`src/verilog/axis_out_cfg_pkg.sv`:
```
// ==========================================================================
// data path sizing and stream FSM states of the byte stream output block,
// imported by the RTL stages and by the testbench for state printing
// ==========================================================================

`default_nettype none

package axis_out_cfg_pkg;

   // word width on the CPU and DMA side
   localparam int DATA_W = 32;

   // beat width on the output stream
   localparam int TDATA_W = 8;

   // beats per FIFO word, least significant byte goes first
   localparam int BEATS_PER_WORD = DATA_W / TDATA_W;

   // word FIFO sizing
   localparam int FIFO_DEPTH  = 8;
   localparam int FIFO_ADDR_W = 3;
   // holds 0 up to FIFO_DEPTH
   localparam int LEVEL_W     = 4;

   // frame length register and beat counter
   localparam int CNT_W = 16;

   // output stage FSM
   typedef enum logic [1:0] {
      ST_IDLE,
      ST_FETCH,
      ST_SEND,
      ST_DROP
   } stream_state_t;

endpackage

`default_nettype wire

```
`src/verilog/axis_out_csr_pkg.sv`:
```
// ==========================================================================
// register map and mode encoding of the control port, shared by the
// register stage and the testbench
// ==========================================================================

`default_nettype none

package axis_out_csr_pkg;

   // register addresses
   typedef enum logic [2:0] {
      // write 1 for a one-cycle soft reset
      A_SOFT_RESET = 3'd0,
      A_ENABLE     = 3'd1,
      A_MODE       = 3'd2,
      // frame length in beats
      A_NWORDS     = 3'd3,
      A_THRESHOLD  = 3'd4,
      // write only
      A_DATA       = 3'd5,
      // read only
      A_LEVEL      = 3'd6,
      // read only, bit 0 full and bit 1 empty
      A_STATUS     = 3'd7
   } csr_addr_t;

   // FIFO write source
   typedef enum logic {
      MODE_CPU = 1'b0,
      MODE_DMA = 1'b1
   } mode_t;

endpackage

`default_nettype wire

```
`src/verilog/axis_out_wr_if.sv`:
```
// ==========================================================================
// word write path from the register stage into the FIFO, with the FIFO
// flags and level coming back for flow control, read-back and interrupt
// ==========================================================================

`default_nettype none

interface axis_out_wr_if;
   import axis_out_cfg_pkg::*;

   logic               wen;
   logic [DATA_W-1:0]  wdata;
   logic               full;
   logic               empty;
   logic [LEVEL_W-1:0] level;

   // register stage side
   modport src (
      output wen,
      output wdata,
      input  full,
      input  empty,
      input  level
   );

   // FIFO side
   modport sink (
      input  wen,
      input  wdata,
      output full,
      output empty,
      output level
   );

endinterface

`default_nettype wire
```
`src/verilog/axis_out_fifo.sv`:
```
// ==========================================================================
// synchronous word FIFO between the register stage and the stream stage,
// with level and flags on the write interface and a registered read port
// ==========================================================================

`default_nettype none

module axis_out_fifo (
   input  logic                                clk_i,
   input  logic                                rst_n_i,
   input  logic                                soft_rst_i,
   axis_out_wr_if.sink                         wr,
   input  logic                                ren_i,
   output logic [axis_out_cfg_pkg::DATA_W-1:0] rdata_o,
   output logic                                empty_o
);
   import axis_out_cfg_pkg::*;

   logic [DATA_W-1:0]      mem [FIFO_DEPTH];
   logic [FIFO_ADDR_W-1:0] wptr_q;
   logic [FIFO_ADDR_W-1:0] rptr_q;
   logic [LEVEL_W-1:0]     level_q;
   logic                   full;
   logic                   empty;
   logic                   do_wr;
   logic                   do_rd;

   assign full  = (level_q == LEVEL_W'(FIFO_DEPTH));
   assign empty = (level_q == '0);

   // flags are also checked here, so a stray strobe cannot corrupt the level
   assign do_wr = wr.wen && !full;
   assign do_rd = ren_i && !empty;

   // pointers wrap on their own since the depth is a power of two
   always_ff @(posedge clk_i) begin
      if (!rst_n_i || soft_rst_i) begin
         wptr_q  <= '0;
         rptr_q  <= '0;
         level_q <= '0;
      end else begin
         if (do_wr) begin
            wptr_q <= wptr_q + 1'b1;
         end
         if (do_rd) begin
            rptr_q <= rptr_q + 1'b1;
         end
         // a write and a read together leave the level as it is
         case ({do_wr, do_rd})
            2'b10:   level_q <= level_q + 1'b1;
            2'b01:   level_q <= level_q - 1'b1;
            default: level_q <= level_q;
         endcase
      end
   end

   // storage and read data register
   always_ff @(posedge clk_i) begin
      if (do_wr) begin
         mem[wptr_q] <= wr.wdata;
      end
      if (do_rd) begin
         rdata_o <= mem[rptr_q];
      end
   end

   assign wr.full  = full;
   assign wr.empty = empty;
   assign wr.level = level_q;
   assign empty_o  = empty;

endmodule

`default_nettype wire

```
`src/verilog/axis_out_regs.sv`:
```
// ==========================================================================
// control registers, FIFO write source selection (CPU or DMA), register
// read-back and the FIFO level interrupt
// ==========================================================================

`default_nettype none

module axis_out_regs (
   input  logic                                clk_i,
   input  logic                                rst_n_i,
   input  logic                                csr_wen_i,
   input  axis_out_csr_pkg::csr_addr_t         csr_addr_i,
   input  logic [axis_out_cfg_pkg::DATA_W-1:0] csr_wdata_i,
   input  logic [3:0]                          csr_wstrb_i,
   output logic [axis_out_cfg_pkg::DATA_W-1:0] csr_rdata_o,
   input  logic                                sys_tvalid_i,
   input  logic [axis_out_cfg_pkg::DATA_W-1:0] sys_tdata_i,
   output logic                                sys_tready_o,
   axis_out_wr_if.src                          wr,
   output logic                                soft_rst_o,
   output logic                                enable_o,
   output logic [axis_out_cfg_pkg::CNT_W-1:0]  nwords_o,
   output logic                                interrupt_o
);
   import axis_out_cfg_pkg::*;
   import axis_out_csr_pkg::*;

   logic               soft_rst_q;
   logic               enable_q;
   mode_t              mode_q;
   logic [CNT_W-1:0]   nwords_q;
   logic [LEVEL_W-1:0] threshold_q;
   logic               cpu_wen;
   logic               dma_wen;

   always_ff @(posedge clk_i) begin
      if (!rst_n_i) begin
         soft_rst_q  <= 1'b0;
         enable_q    <= 1'b0;
         mode_q      <= MODE_CPU;
         nwords_q    <= '0;
         threshold_q <= '0;
      end else begin
         // high for one cycle per write
         soft_rst_q <= csr_wen_i && (csr_addr_i == A_SOFT_RESET) && csr_wdata_i[0];
         if (csr_wen_i) begin
            case (csr_addr_i)
               A_ENABLE:    enable_q    <= csr_wdata_i[0];
               A_MODE:      mode_q      <= mode_t'(csr_wdata_i[0]);
               A_NWORDS:    nwords_q    <= csr_wdata_i[CNT_W-1:0];
               A_THRESHOLD: threshold_q <= csr_wdata_i[LEVEL_W-1:0];
               default:     ;
            endcase
         end
      end
   end

   // DMA side only takes words in DMA mode
   assign sys_tready_o = !wr.full && enable_q && (mode_q == MODE_DMA);
   assign dma_wen      = sys_tvalid_i && sys_tready_o;

   // CPU data writes are dropped unless every condition holds
   assign cpu_wen = csr_wen_i && (csr_addr_i == A_DATA) && (mode_q == MODE_CPU) &&
                    enable_q && !wr.full && (|csr_wstrb_i);

   // mode picks the source, so the two never mix in one cycle
   assign wr.wen   = cpu_wen || dma_wen;
   assign wr.wdata = (mode_q == MODE_DMA) ? sys_tdata_i : csr_wdata_i;

   // read-back, combinational from the address
   always_comb begin
      csr_rdata_o = '0;
      case (csr_addr_i)
         A_ENABLE:    csr_rdata_o[0]           = enable_q;
         A_MODE:      csr_rdata_o[0]           = mode_q;
         A_NWORDS:    csr_rdata_o[CNT_W-1:0]   = nwords_q;
         A_THRESHOLD: csr_rdata_o[LEVEL_W-1:0] = threshold_q;
         A_LEVEL:     csr_rdata_o[LEVEL_W-1:0] = wr.level;
         A_STATUS:    csr_rdata_o[1:0]         = {wr.empty, wr.full};
         default:     csr_rdata_o              = '0;
      endcase
   end

   // asks for more data while the FIFO runs low
   assign interrupt_o = (wr.level <= threshold_q);

   assign soft_rst_o = soft_rst_q;
   assign enable_o   = enable_q;
   assign nwords_o   = nwords_q;

endmodule

`default_nettype wire

```
`src/verilog/axis_out_stream.sv`:
```
// ==========================================================================
// output stage, splits FIFO words into byte beats (LSB first), counts beats
// for tlast and drops the padding beats past the programmed frame length
// ==========================================================================

`default_nettype none

module axis_out_stream (
   input  logic                                 clk_i,
   input  logic                                 rst_n_i,
   input  logic                                 soft_rst_i,
   input  logic                                 enable_i,
   input  logic [axis_out_cfg_pkg::CNT_W-1:0]   nwords_i,
   output logic                                 fifo_ren_o,
   input  logic [axis_out_cfg_pkg::DATA_W-1:0]  fifo_rdata_i,
   input  logic                                 fifo_empty_i,
   output logic                                 axis_tvalid_o,
   output logic [axis_out_cfg_pkg::TDATA_W-1:0] axis_tdata_o,
   output logic                                 axis_tlast_o,
   input  logic                                 axis_tready_i
);
   import axis_out_cfg_pkg::*;

   stream_state_t                       state_q;
   stream_state_t                       state_d;
   logic [DATA_W-1:0]                   word_q;
   logic [TDATA_W-1:0]                  tdata_q;
   logic                                tlast_q;
   logic [$clog2(BEATS_PER_WORD)-1:0]   lane_q;
   logic [$clog2(BEATS_PER_WORD)-1:0]   lane_nxt;
   logic [CNT_W-1:0]                    cnt_q;
   logic [CNT_W:0]                      cur_beat;
   logic [CNT_W:0]                      nxt_beat;
   logic [CNT_W:0]                      nwords_ext;
   logic                                last_lane;
   logic                                consume;

   // cnt_q counts beats already gone, beat numbers start at 1
   assign cur_beat   = {1'b0, cnt_q} + 1'b1;
   assign nxt_beat   = {1'b0, cnt_q} + 2'd2;
   assign nwords_ext = {1'b0, nwords_i};
   assign lane_nxt   = lane_q + 1'b1;
   assign last_lane  = (int'(lane_q) == BEATS_PER_WORD - 1);

   always_comb begin
      state_d    = state_q;
      fifo_ren_o = 1'b0;
      consume    = 1'b0;
      case (state_q)
         ST_IDLE: begin
            if (enable_i && !fifo_empty_i) begin
               fifo_ren_o = 1'b1;
               state_d    = ST_FETCH;
            end
         end
         // read data is valid here and holds until the next read
         ST_FETCH: begin
            if (enable_i) begin
               state_d = (cur_beat <= nwords_ext) ? ST_SEND : ST_DROP;
            end
         end
         ST_SEND, ST_DROP: begin
            // padding goes one beat per cycle, no tready needed
            consume = enable_i && ((state_q == ST_DROP) || axis_tready_i);
            if (consume) begin
               if (last_lane) begin
                  if (fifo_empty_i) begin
                     state_d = ST_IDLE;
                  end else begin
                     fifo_ren_o = 1'b1;
                     state_d    = ST_FETCH;
                  end
               end else if (nxt_beat > nwords_ext) begin
                  state_d = ST_DROP;
               end
            end
         end
         default: state_d = ST_IDLE;
      endcase
   end

   always_ff @(posedge clk_i) begin
      if (!rst_n_i || soft_rst_i) begin
         state_q <= ST_IDLE;
         lane_q  <= '0;
         cnt_q   <= '0;
         tlast_q <= 1'b0;
      end else begin
         state_q <= state_d;
         if (consume) begin
            lane_q <= lane_nxt;
            // saturates, so a long padding run never reopens the frame
            if (!(&cnt_q)) begin
               cnt_q <= cnt_q + 1'b1;
            end
         end
         if ((state_q == ST_FETCH) && enable_i) begin
            tlast_q <= (cur_beat == nwords_ext);
         end else if (consume && !last_lane) begin
            tlast_q <= (nxt_beat == nwords_ext);
         end
      end
   end

   // word holding register and beat output register
   always_ff @(posedge clk_i) begin
      if ((state_q == ST_FETCH) && enable_i) begin
         word_q  <= fifo_rdata_i;
         tdata_q <= fifo_rdata_i[TDATA_W-1:0];
      end else if (consume && !last_lane) begin
         tdata_q <= word_q[lane_nxt*TDATA_W +: TDATA_W];
      end
   end

   // data and last only move on a transfer, so they hold while stalled
   assign axis_tvalid_o = (state_q == ST_SEND) && enable_i;
   assign axis_tdata_o  = tdata_q;
   assign axis_tlast_o  = axis_tvalid_o && tlast_q;

endmodule

`default_nettype wire

```
`src/verilog/axis_out_top.sv`:
```
// ==========================================================================
// byte stream output peripheral, register port and DMA input in, byte
// stream and FIFO level interrupt out
// ==========================================================================

`default_nettype none

module axis_out_top (
   input  logic                                 clk_i,
   input  logic                                 rst_n_i,
   input  logic                                 csr_wen_i,
   input  axis_out_csr_pkg::csr_addr_t          csr_addr_i,
   input  logic [axis_out_cfg_pkg::DATA_W-1:0]  csr_wdata_i,
   input  logic [3:0]                           csr_wstrb_i,
   output logic [axis_out_cfg_pkg::DATA_W-1:0]  csr_rdata_o,
   input  logic                                 sys_tvalid_i,
   input  logic [axis_out_cfg_pkg::DATA_W-1:0]  sys_tdata_i,
   output logic                                 sys_tready_o,
   output logic                                 axis_tvalid_o,
   output logic [axis_out_cfg_pkg::TDATA_W-1:0] axis_tdata_o,
   output logic                                 axis_tlast_o,
   input  logic                                 axis_tready_i,
   output logic                                 interrupt_o
);
   import axis_out_cfg_pkg::*;

   logic              soft_rst;
   logic              enable;
   logic [CNT_W-1:0]  nwords;
   logic              fifo_ren;
   logic [DATA_W-1:0] fifo_rdata;
   logic              fifo_empty;

   axis_out_wr_if i_wr_if ();

   axis_out_regs i_regs (
      .clk_i        (clk_i),
      .rst_n_i      (rst_n_i),
      .csr_wen_i    (csr_wen_i),
      .csr_addr_i   (csr_addr_i),
      .csr_wdata_i  (csr_wdata_i),
      .csr_wstrb_i  (csr_wstrb_i),
      .csr_rdata_o  (csr_rdata_o),
      .sys_tvalid_i (sys_tvalid_i),
      .sys_tdata_i  (sys_tdata_i),
      .sys_tready_o (sys_tready_o),
      .wr           (i_wr_if.src),
      .soft_rst_o   (soft_rst),
      .enable_o     (enable),
      .nwords_o     (nwords),
      .interrupt_o  (interrupt_o)
   );

   axis_out_fifo i_fifo (
      .clk_i      (clk_i),
      .rst_n_i    (rst_n_i),
      .soft_rst_i (soft_rst),
      .wr         (i_wr_if.sink),
      .ren_i      (fifo_ren),
      .rdata_o    (fifo_rdata),
      .empty_o    (fifo_empty)
   );

   axis_out_stream i_stream (
      .clk_i         (clk_i),
      .rst_n_i       (rst_n_i),
      .soft_rst_i    (soft_rst),
      .enable_i      (enable),
      .nwords_i      (nwords),
      .fifo_ren_o    (fifo_ren),
      .fifo_rdata_i  (fifo_rdata),
      .fifo_empty_i  (fifo_empty),
      .axis_tvalid_o (axis_tvalid_o),
      .axis_tdata_o  (axis_tdata_o),
      .axis_tlast_o  (axis_tlast_o),
      .axis_tready_i (axis_tready_i)
   );

endmodule

`default_nettype wire

```
`config.mk`:
```
export PLATFORM = sky130hd
export DESIGN_NAME = axis_out_top
export DESIGN_NICKNAME = d
export VERILOG_FILES = /design/src/verilog/axis_out_cfg_pkg.sv /design/src/verilog/axis_out_csr_pkg.sv /design/src/verilog/axis_out_wr_if.sv /design/src/verilog/axis_out_fifo.sv /design/src/verilog/axis_out_regs.sv /design/src/verilog/axis_out_stream.sv /design/src/verilog/axis_out_top.sv
export SDC_FILE = /design/constraint.sdc
export NUM_CORES = 1
export LEC_CHECK = 0
export BUFFER_PORTS_ARGS = -buffer_cell sky130_fd_sc_hd__buf_2
export CORE_ASPECT_RATIO = 1.25
export CORE_MARGIN = 4
export CORE_UTILIZATION = 40
export DETAILED_ROUTE_END_ITERATION = 8
export SYNTH_ARGS = -nofsm -noshare
export SYNTH_HDL_FRONTEND = slang
export SYNTH_SLANG_ARGS = --single-unit
export TNS_END_PERCENT = 5
```
`constraint.sdc`:
```
create_clock -name clk_i -period 7.08 [get_ports clk_i]
set_input_delay 1.062 -clock clk_i [delete_from_list [all_inputs] [get_ports clk_i]]
set_output_delay 1.062 -clock clk_i [all_outputs]
set_load 0.005 [all_outputs]
```
After elaboration in Yosys (flattened, before gate mapping)
Memories as Yosys holds them, arrays and structs flattened. A register that Yosys moved wholly into a read port is not among the register bits.
Index checks and enable logic that the tools add are counted.
- register bits: 94
- RAM bits: 256
- input port bits: 76
- output and inout port bits: 44
- word-level logic and storage cells: 114
- memories kept: 1
- memory list (name ; words ; bits a word ; read ports ; clocked after memory_dff ; wr ports ; line ; text):
    i_fifo.mem ; 8 ; 32 ; 1 ; 1 ; 1 ; axis_out_fifo.sv:19 ; logic [DATA_W-1:0] mem [FIFO_DEPTH];
- $add $sub $neg: 8
- magnitude comparators: 3
- equal/unequal tests: 20
- shifts and indexed selects: 1
- multiplexer cells: 26
- bitwise operators: 2
- reductions and logical operators: 39
- operators by type and width (cell ; count):
    17-bit by 16-bit equality test with 1-bit output ; 2
    32-bit two-way mux ; 1
    32-bit by 6-bit variable part select with 8-bit output ; 1
    1-bit logical AND ; 18
    16-bit by 1-bit adder with 17-bit output, second input constant ; 1
    16-bit by 2-bit adder with 17-bit output, second input constant ; 1
    17-bit by 16-bit greater-than comparator with 1-bit output ; 1
    17-bit by 16-bit <= comparator with 1-bit output ; 1
    16-bit by 1-bit adder with 16-bit output, second input constant ; 1
    8-bit two-way mux ; 2
    16-bit AND reduction ; 1
    3-bit equality test, second input constant ; 4
    12-bit two-way mux ; 1
    2-bit one-hot mux with 3 select lines ; 2
    1-bit two-way mux ; 11
    2-bit two-way mux ; 5
    2-bit AND reduction ; 5
    4-bit one-hot mux with 2 select lines ; 1
    3-bit by 1-bit adder with 3-bit output, second input constant ; 2
    2-bit by 1-bit equality test with 1-bit output, second input constant ; 3
    2-bit equality test, second input constant ; 3
    3-bit by 2-bit equality test with 1-bit output, second input constant ; 2
    1-bit one-hot mux with 6 select lines ; 1
    4-bit by 1-bit adder with 4-bit output, second input constant ; 1
    20 further kinds ; 28

Depth between registers and ports, before layout
- depth in word-level cells: 10
- gate-level depth with buffers: 13
- depth with buffers taken out: 13

Hierarchy
Synthesis repeated with hierarchy kept, for this count alone.
- cell total of the unflattened synthesis: 1031
- area, all modules: 16937.5 um^2
- modules (own cells, without submodules) (module ; instances ; cells an instance ; area each (um^2) ; seq. area each (um^2)):
    axis_out_fifo ; 1 ; 476 ; 11272.1 ; 8848.5
    axis_out_stream ; 1 ; 352 ; 3808.7 ; 1621.6
    axis_out_regs ; 1 ; 203 ; 1856.8 ; 460.4

Worst setup path after synthesis
Ideal clock, no wire load.
- path kind: in2reg
- from: input csr_addr_i[2]
- to: memory i_fifo.mem[4][0], enable pin
- arrival time: 4.380 ns
- setup slack: 2.233 ns
- stages: 6
- buffers on the path: 1
- cell sequence: clkbuf_1 > nand2_1 > o41ai_1 > and3_1 > nand2b_1 > nor3b_1
- word-level cells in the longest chain between the ends: 10
- RTL lines (element ; line ; text):
    start: declaration ; axis_out_top.sv:12 ; input axis_out_csr_pkg::csr_addr_t csr_addr_i,
    3-bit equality test ; axis_out_regs.sv:63 ; assign cpu_wen = csr_wen_i && (csr_addr_i == A_DATA) && (mode_q == MODE_CPU) &&
    1-bit logical AND (3 in series) ; axis_out_regs.sv:63 ;
    1-bit logical AND (2 in series) ; axis_out_regs.sv:64 ; enable_q && !wr.full && (|csr_wstrb_i);
    1-bit logical OR ; axis_out_regs.sv:67 ; assign wr.wen = cpu_wen || dma_wen;
    1-bit logical AND ; axis_out_fifo.sv:32 ; assign do_wr = wr.wen && !full;
    1-bit two-way mux ; axis_out_fifo.sv:59 ; if (do_wr) begin
    1-bit two-way mux (not written as such) ; axis_out_fifo.sv:60 ; mem[wptr_q] <= wr.wdata;
    end: declaration ; axis_out_fifo.sv:19 ;
Every way passes these cells.

Worst setup path in the final report
- from: register i_stream.lane_q[0]
- to: register i_fifo.level_q[3] (netlist: i_fifo.wr.level[3])
- word-level cells in the longest chain between the ends: 7
- elaborated cells on any way between the ends: 9
- RTL lines (element ; line ; text):
    start: declaration ; axis_out_stream.sv:29 ; logic [$clog2(BEATS_PER_WORD)-1:0] lane_q;
    start signal: assignment ; axis_out_stream.sv:91 ; lane_q <= lane_nxt;
    2-bit by 1-bit equality test with 1-bit output (*) ; axis_out_stream.sv:43 ; assign last_lane = (int'(lane_q) == BEATS_PER_WORD - 1);
    1-bit two-way mux (*) ; axis_out_stream.sv:66 ; if (last_lane) begin
    1-bit two-way mux (*) ; axis_out_stream.sv:65 ; if (consume) begin
    1-bit one-hot mux with 2 select lines (*) ; axis_out_stream.sv:49 ; case (state_q)
    1-bit logical AND (*) ; axis_out_fifo.sv:33 ; assign do_rd = ren_i && !empty;
    2-bit by 1-bit equality test with 1-bit output / 2-bit equality test (equally long branches) ; axis_out_fifo.sv:49 ; case ({do_wr, do_rd})
    4-bit one-hot mux with 2 select lines / 2-bit nonzero test (equally long branches) ; n/a ;
    end signal: assignment ; axis_out_fifo.sv:50 ; 2'b10: level_q <= level_q + 1'b1;
    end signal: assignment ; axis_out_fifo.sv:51 ; 2'b01: level_q <= level_q - 1'b1;
    end signal: assignment ; axis_out_fifo.sv:52 ; default: level_q <= level_q;
    end: declaration ; axis_out_fifo.sv:22 ; logic [LEVEL_W-1:0] level_q;
Every way passes the cells marked *; elsewhere a longest branch is shown, timed or not.
A chain may end at the register's enable or synchronous reset.

==> run summary <==
Num rows: 82
Critical path type: flop to flop
Outcome: finished, final reports clean
Post-DP HPWL: 23,500 um
Post-Route Setup TNS: 0 ns
CP arrival: 4.11 ns
Largest net degree at the start of global routing: 67
Area share of the largest cell type after synthesis: 59.7%
CTS tree: yes
Cell-internal power: 0.00351 W
Period utilisation layout: 51.6%
Sequential power share: 55.5%
Post-synthesis sequential area ratio: 66.2%
Area grow syn2layout: 13.1%
Vias in the first global route: 9,173
Number of hold violations in the final report: 0
Unrepaired setup endpoints after global routing: false
Root buf cell: clkbuf_16
Sw Share: 20.3%
Routability congestion estimate: 0.850
Pleak: 6.19 nW
DRT antenna net count: 0
IO Port Bufs: 103
Mean Syn Cell Area: 15.8 um^2
Layout cells sized above 1: 27.4%
DRC viols: 0
Cts repair resizes: 0
Postcts setup bufs: 0
Final setup viols: 0
Clock share of power: 42.0%
TritonCTS buffer count: 38
Clk_lat worst skew: 0.53 ns
Post-synth EDFFs: 328
Slew @ Worst Pin: 1.15 ns
Setup Skew: 0.0169 ns
Initial detailed-routing violation count: 593
Nets@finish: 1,267
Distinct cells, synth: 56
Die area: 44,600 um^2
Slew Viols, Final: 0
Final worst path period need: 3.65 ns
CP Max Fanout: 36
Comb power frac: 2.5%
Die Y: 235 um
GRT Total Usage: 15.9%
Starting Density: 40.8%
Synth Flop Type: edfxtp_1
Crit path capture type: flop
Worst min-delay path class: flop to flop
H-tree levels: 2
Final wirelength: 35,700 um
Fraction of registers with async set/reset: 0%
Cts hold-fix bufs: 0
Cell area after layout: 18,700 um^2
Core area: 40,400 um^2
Number of I/O pins: 120
Flops & latches, synth: 382
Mean number of vias per cell: 5.17
Util after Layout: 46.2%
Max Buffers Root-to-Sink: 3
CP Launch Type: flop
Antenna violations before repair: 0
Vias: 8,888
Pwr/cell area: 236 nW/um^2
DR pass1 iterations: 5
Top cells by area, synth: edfxtp_1 60%, mux4_2 9.8%, dfxtp_1 6.6%
Switching power: 0.000892 W
Max Cap Viol: 0
Synth Instances: 1,044
Clock sink count: 382
First-pass GRT wire length: 55,000 um
Slew margin rel.: 22.8%
Yosys warns: 0
Area leader, netlist: edfxtp_1
Cell Area, Synth: 16,500 um^2
Fmax: 274 MHz
Layout Cells excl Fill: 1,719
Clock transition at the registers of the reported paths: 0.06 ns
GR Overflow Total: 0
Placed Area: 17,500 um^2
WP data required: 7.54 ns
Die X: 190 um
DP Cell Count: 1,652
WL/cell: 20.8 um
Max VDD drop: 0.161 mV
N_diodes: 0
[layout by cell type (no fill, tap or decap), types with 22 or more instances in the layout]
cell type,instances
a21oi_1,27
buf_2,103
clkbuf_16,38
dfxtp_1,51
edfxtp_1,328
ha_1,44
inv_1,27
mux2_2,64
mux4_2,72
nand2_1,96
nor2_1,47
xor2_1,22
[cells in the mapped netlist (2+ instances only)]
master and number:
nand3_1 17, nor4_1 5, mux2_2 64, buf_4 19
a21boi_0 17, nor3b_1 4, nor3_2 3, and2_1 3
a211o_1 2, buf_6 2, nand3b_1 4, and3_1 5
nor3_1 18, nand2b_1 7, clkbuf_1 26, nand4_1 9
nor2_1 49, buf_2 17, mux4_2 72, a21o_1 4
mux2i_1 10, a21oi_1 27, inv_1 27, buf_1 6
nor2b_1 8, nand2_1 96, xor2_1 22, edfxtp_1 328
or3_1 6, a211oi_1 5, dfxtp_1 54, o21ai_0 21
ha_1 44, xnor2_1 21
[power groups by stage]
stage / Clock [W] / Combinational (W) / Sequential (W)
floorplan: 0 / 0.0000640 / 0.00249
global route: 0.00200 / 0.000120 / 0.00244
global placement: 0 / 0.000107 / 0.00249
detailed placement: 0 / 0.000110 / 0.00249
finish: 0.00185 / 0.000109 / 0.00244
CTS: 0.00190 / 0.000110 / 0.00244
[worst paths after layout]
path | startpoint | to | slack (ns) | cells after the start
worst min register to register | i_fifo.rdata_o[22]$_DFFE_PP_ | i_stream.word_q[22]$_DFFE_PP_ | 0.42 | 0
worst min-delay path | i_fifo.rdata_o[22]$_DFFE_PP_ | i_stream.word_q[22]$_DFFE_PP_ | 0.42 | 0
worst max register to register | i_stream.lane_q[0]$_SDFFE_PP0P_ | i_fifo.wr.level[3]$_SDFFE_PP0P_ | 3.43 | 11
worst max-delay path | i_stream.lane_q[0]$_SDFFE_PP0P_ | i_fifo.wr.level[3]$_SDFFE_PP0P_ | 3.43 | 11
[sequential cells by signal (all words and copies together), names as in the netlist]
| name | count |
|---|---|
| i_regs.soft_rst_o | 1 |
| i_stream.tlast_q | 1 |
| i_fifo.mem | 256 |
| i_fifo.rdata_o | 32 |
| i_regs.threshold_q | 4 |
| i_stream.cnt_q | 16 |
| i_stream.axis_tdata_o | 8 |
| i_fifo.wptr_q | 3 |
| i_regs.enable_o | 1 |
| i_stream.state_q | 2 |
| i_fifo.rptr_q | 3 |
| i_regs.mode_q | 1 |
| i_fifo.wr.level | 4 |
| i_stream.word_q | 32 |
| i_regs.nwords_o | 16 |
| i_stream.lane_q | 2 |
[metrics by stage]
stage,setup WS (ns),hold WS [ns],total power (W)
global route,3.03,0.423,0.00456
CTS,3.36,0.417,0.00445
detailed placement,3.26,0.405,0.00260
finish,3.43,0.416,0.00440
floorplan,2.23,0.400,0.00255
global placement,3.28,0.402,0.00260
[critical path: stages (launching register included)]
cell,delay (ns)
dfxtp_1,0.73
ha_1,0.39
o21ai_0,0.12
a21oi_1,0.14
and3_2,0.77
ha_1,0.32
ha_1,0.24
a21o_1,0.17
a21oi_1,0.17
xnor2_1,0.08
or3_1,0.30
a21oi_1,0.14
[routing by layer]
metal / global-route usage [%] / wire length, um / share of wire [%]
met1: 20.9 / 15400 / 43
met2: 27.9 / 18500 / 52
met5: 0 / 0 / 0
met4: 4.69 / 869 / 2.4
met3: 1.97 / 987 / 2.8
[final cells by class]
cell class	instances	area, um^2
clock inverter	20	138
clock buffer	47	985
inverter	28	105
multi-input combinational	579	5200
fill	3576	21800
sequential	382	10900
timing repair buffer	117	621
tap	546	683
[cells by family after synthesis]
group                      after synthesis  synth area share [%]
DFF                                    382                  66.2
other                                    1                0.0227
AOI/OAI and AO/OA                       90                  3.47
muxes                                  146                  14.8
xor gates and xnor gates                43                  2.28
and+or+nand+nor                        239                  6.85
adders and majority gates               45                  3.46
buffers and inverters                   98                  2.88
No activity file was read; power rests on OpenSTA's default activity.
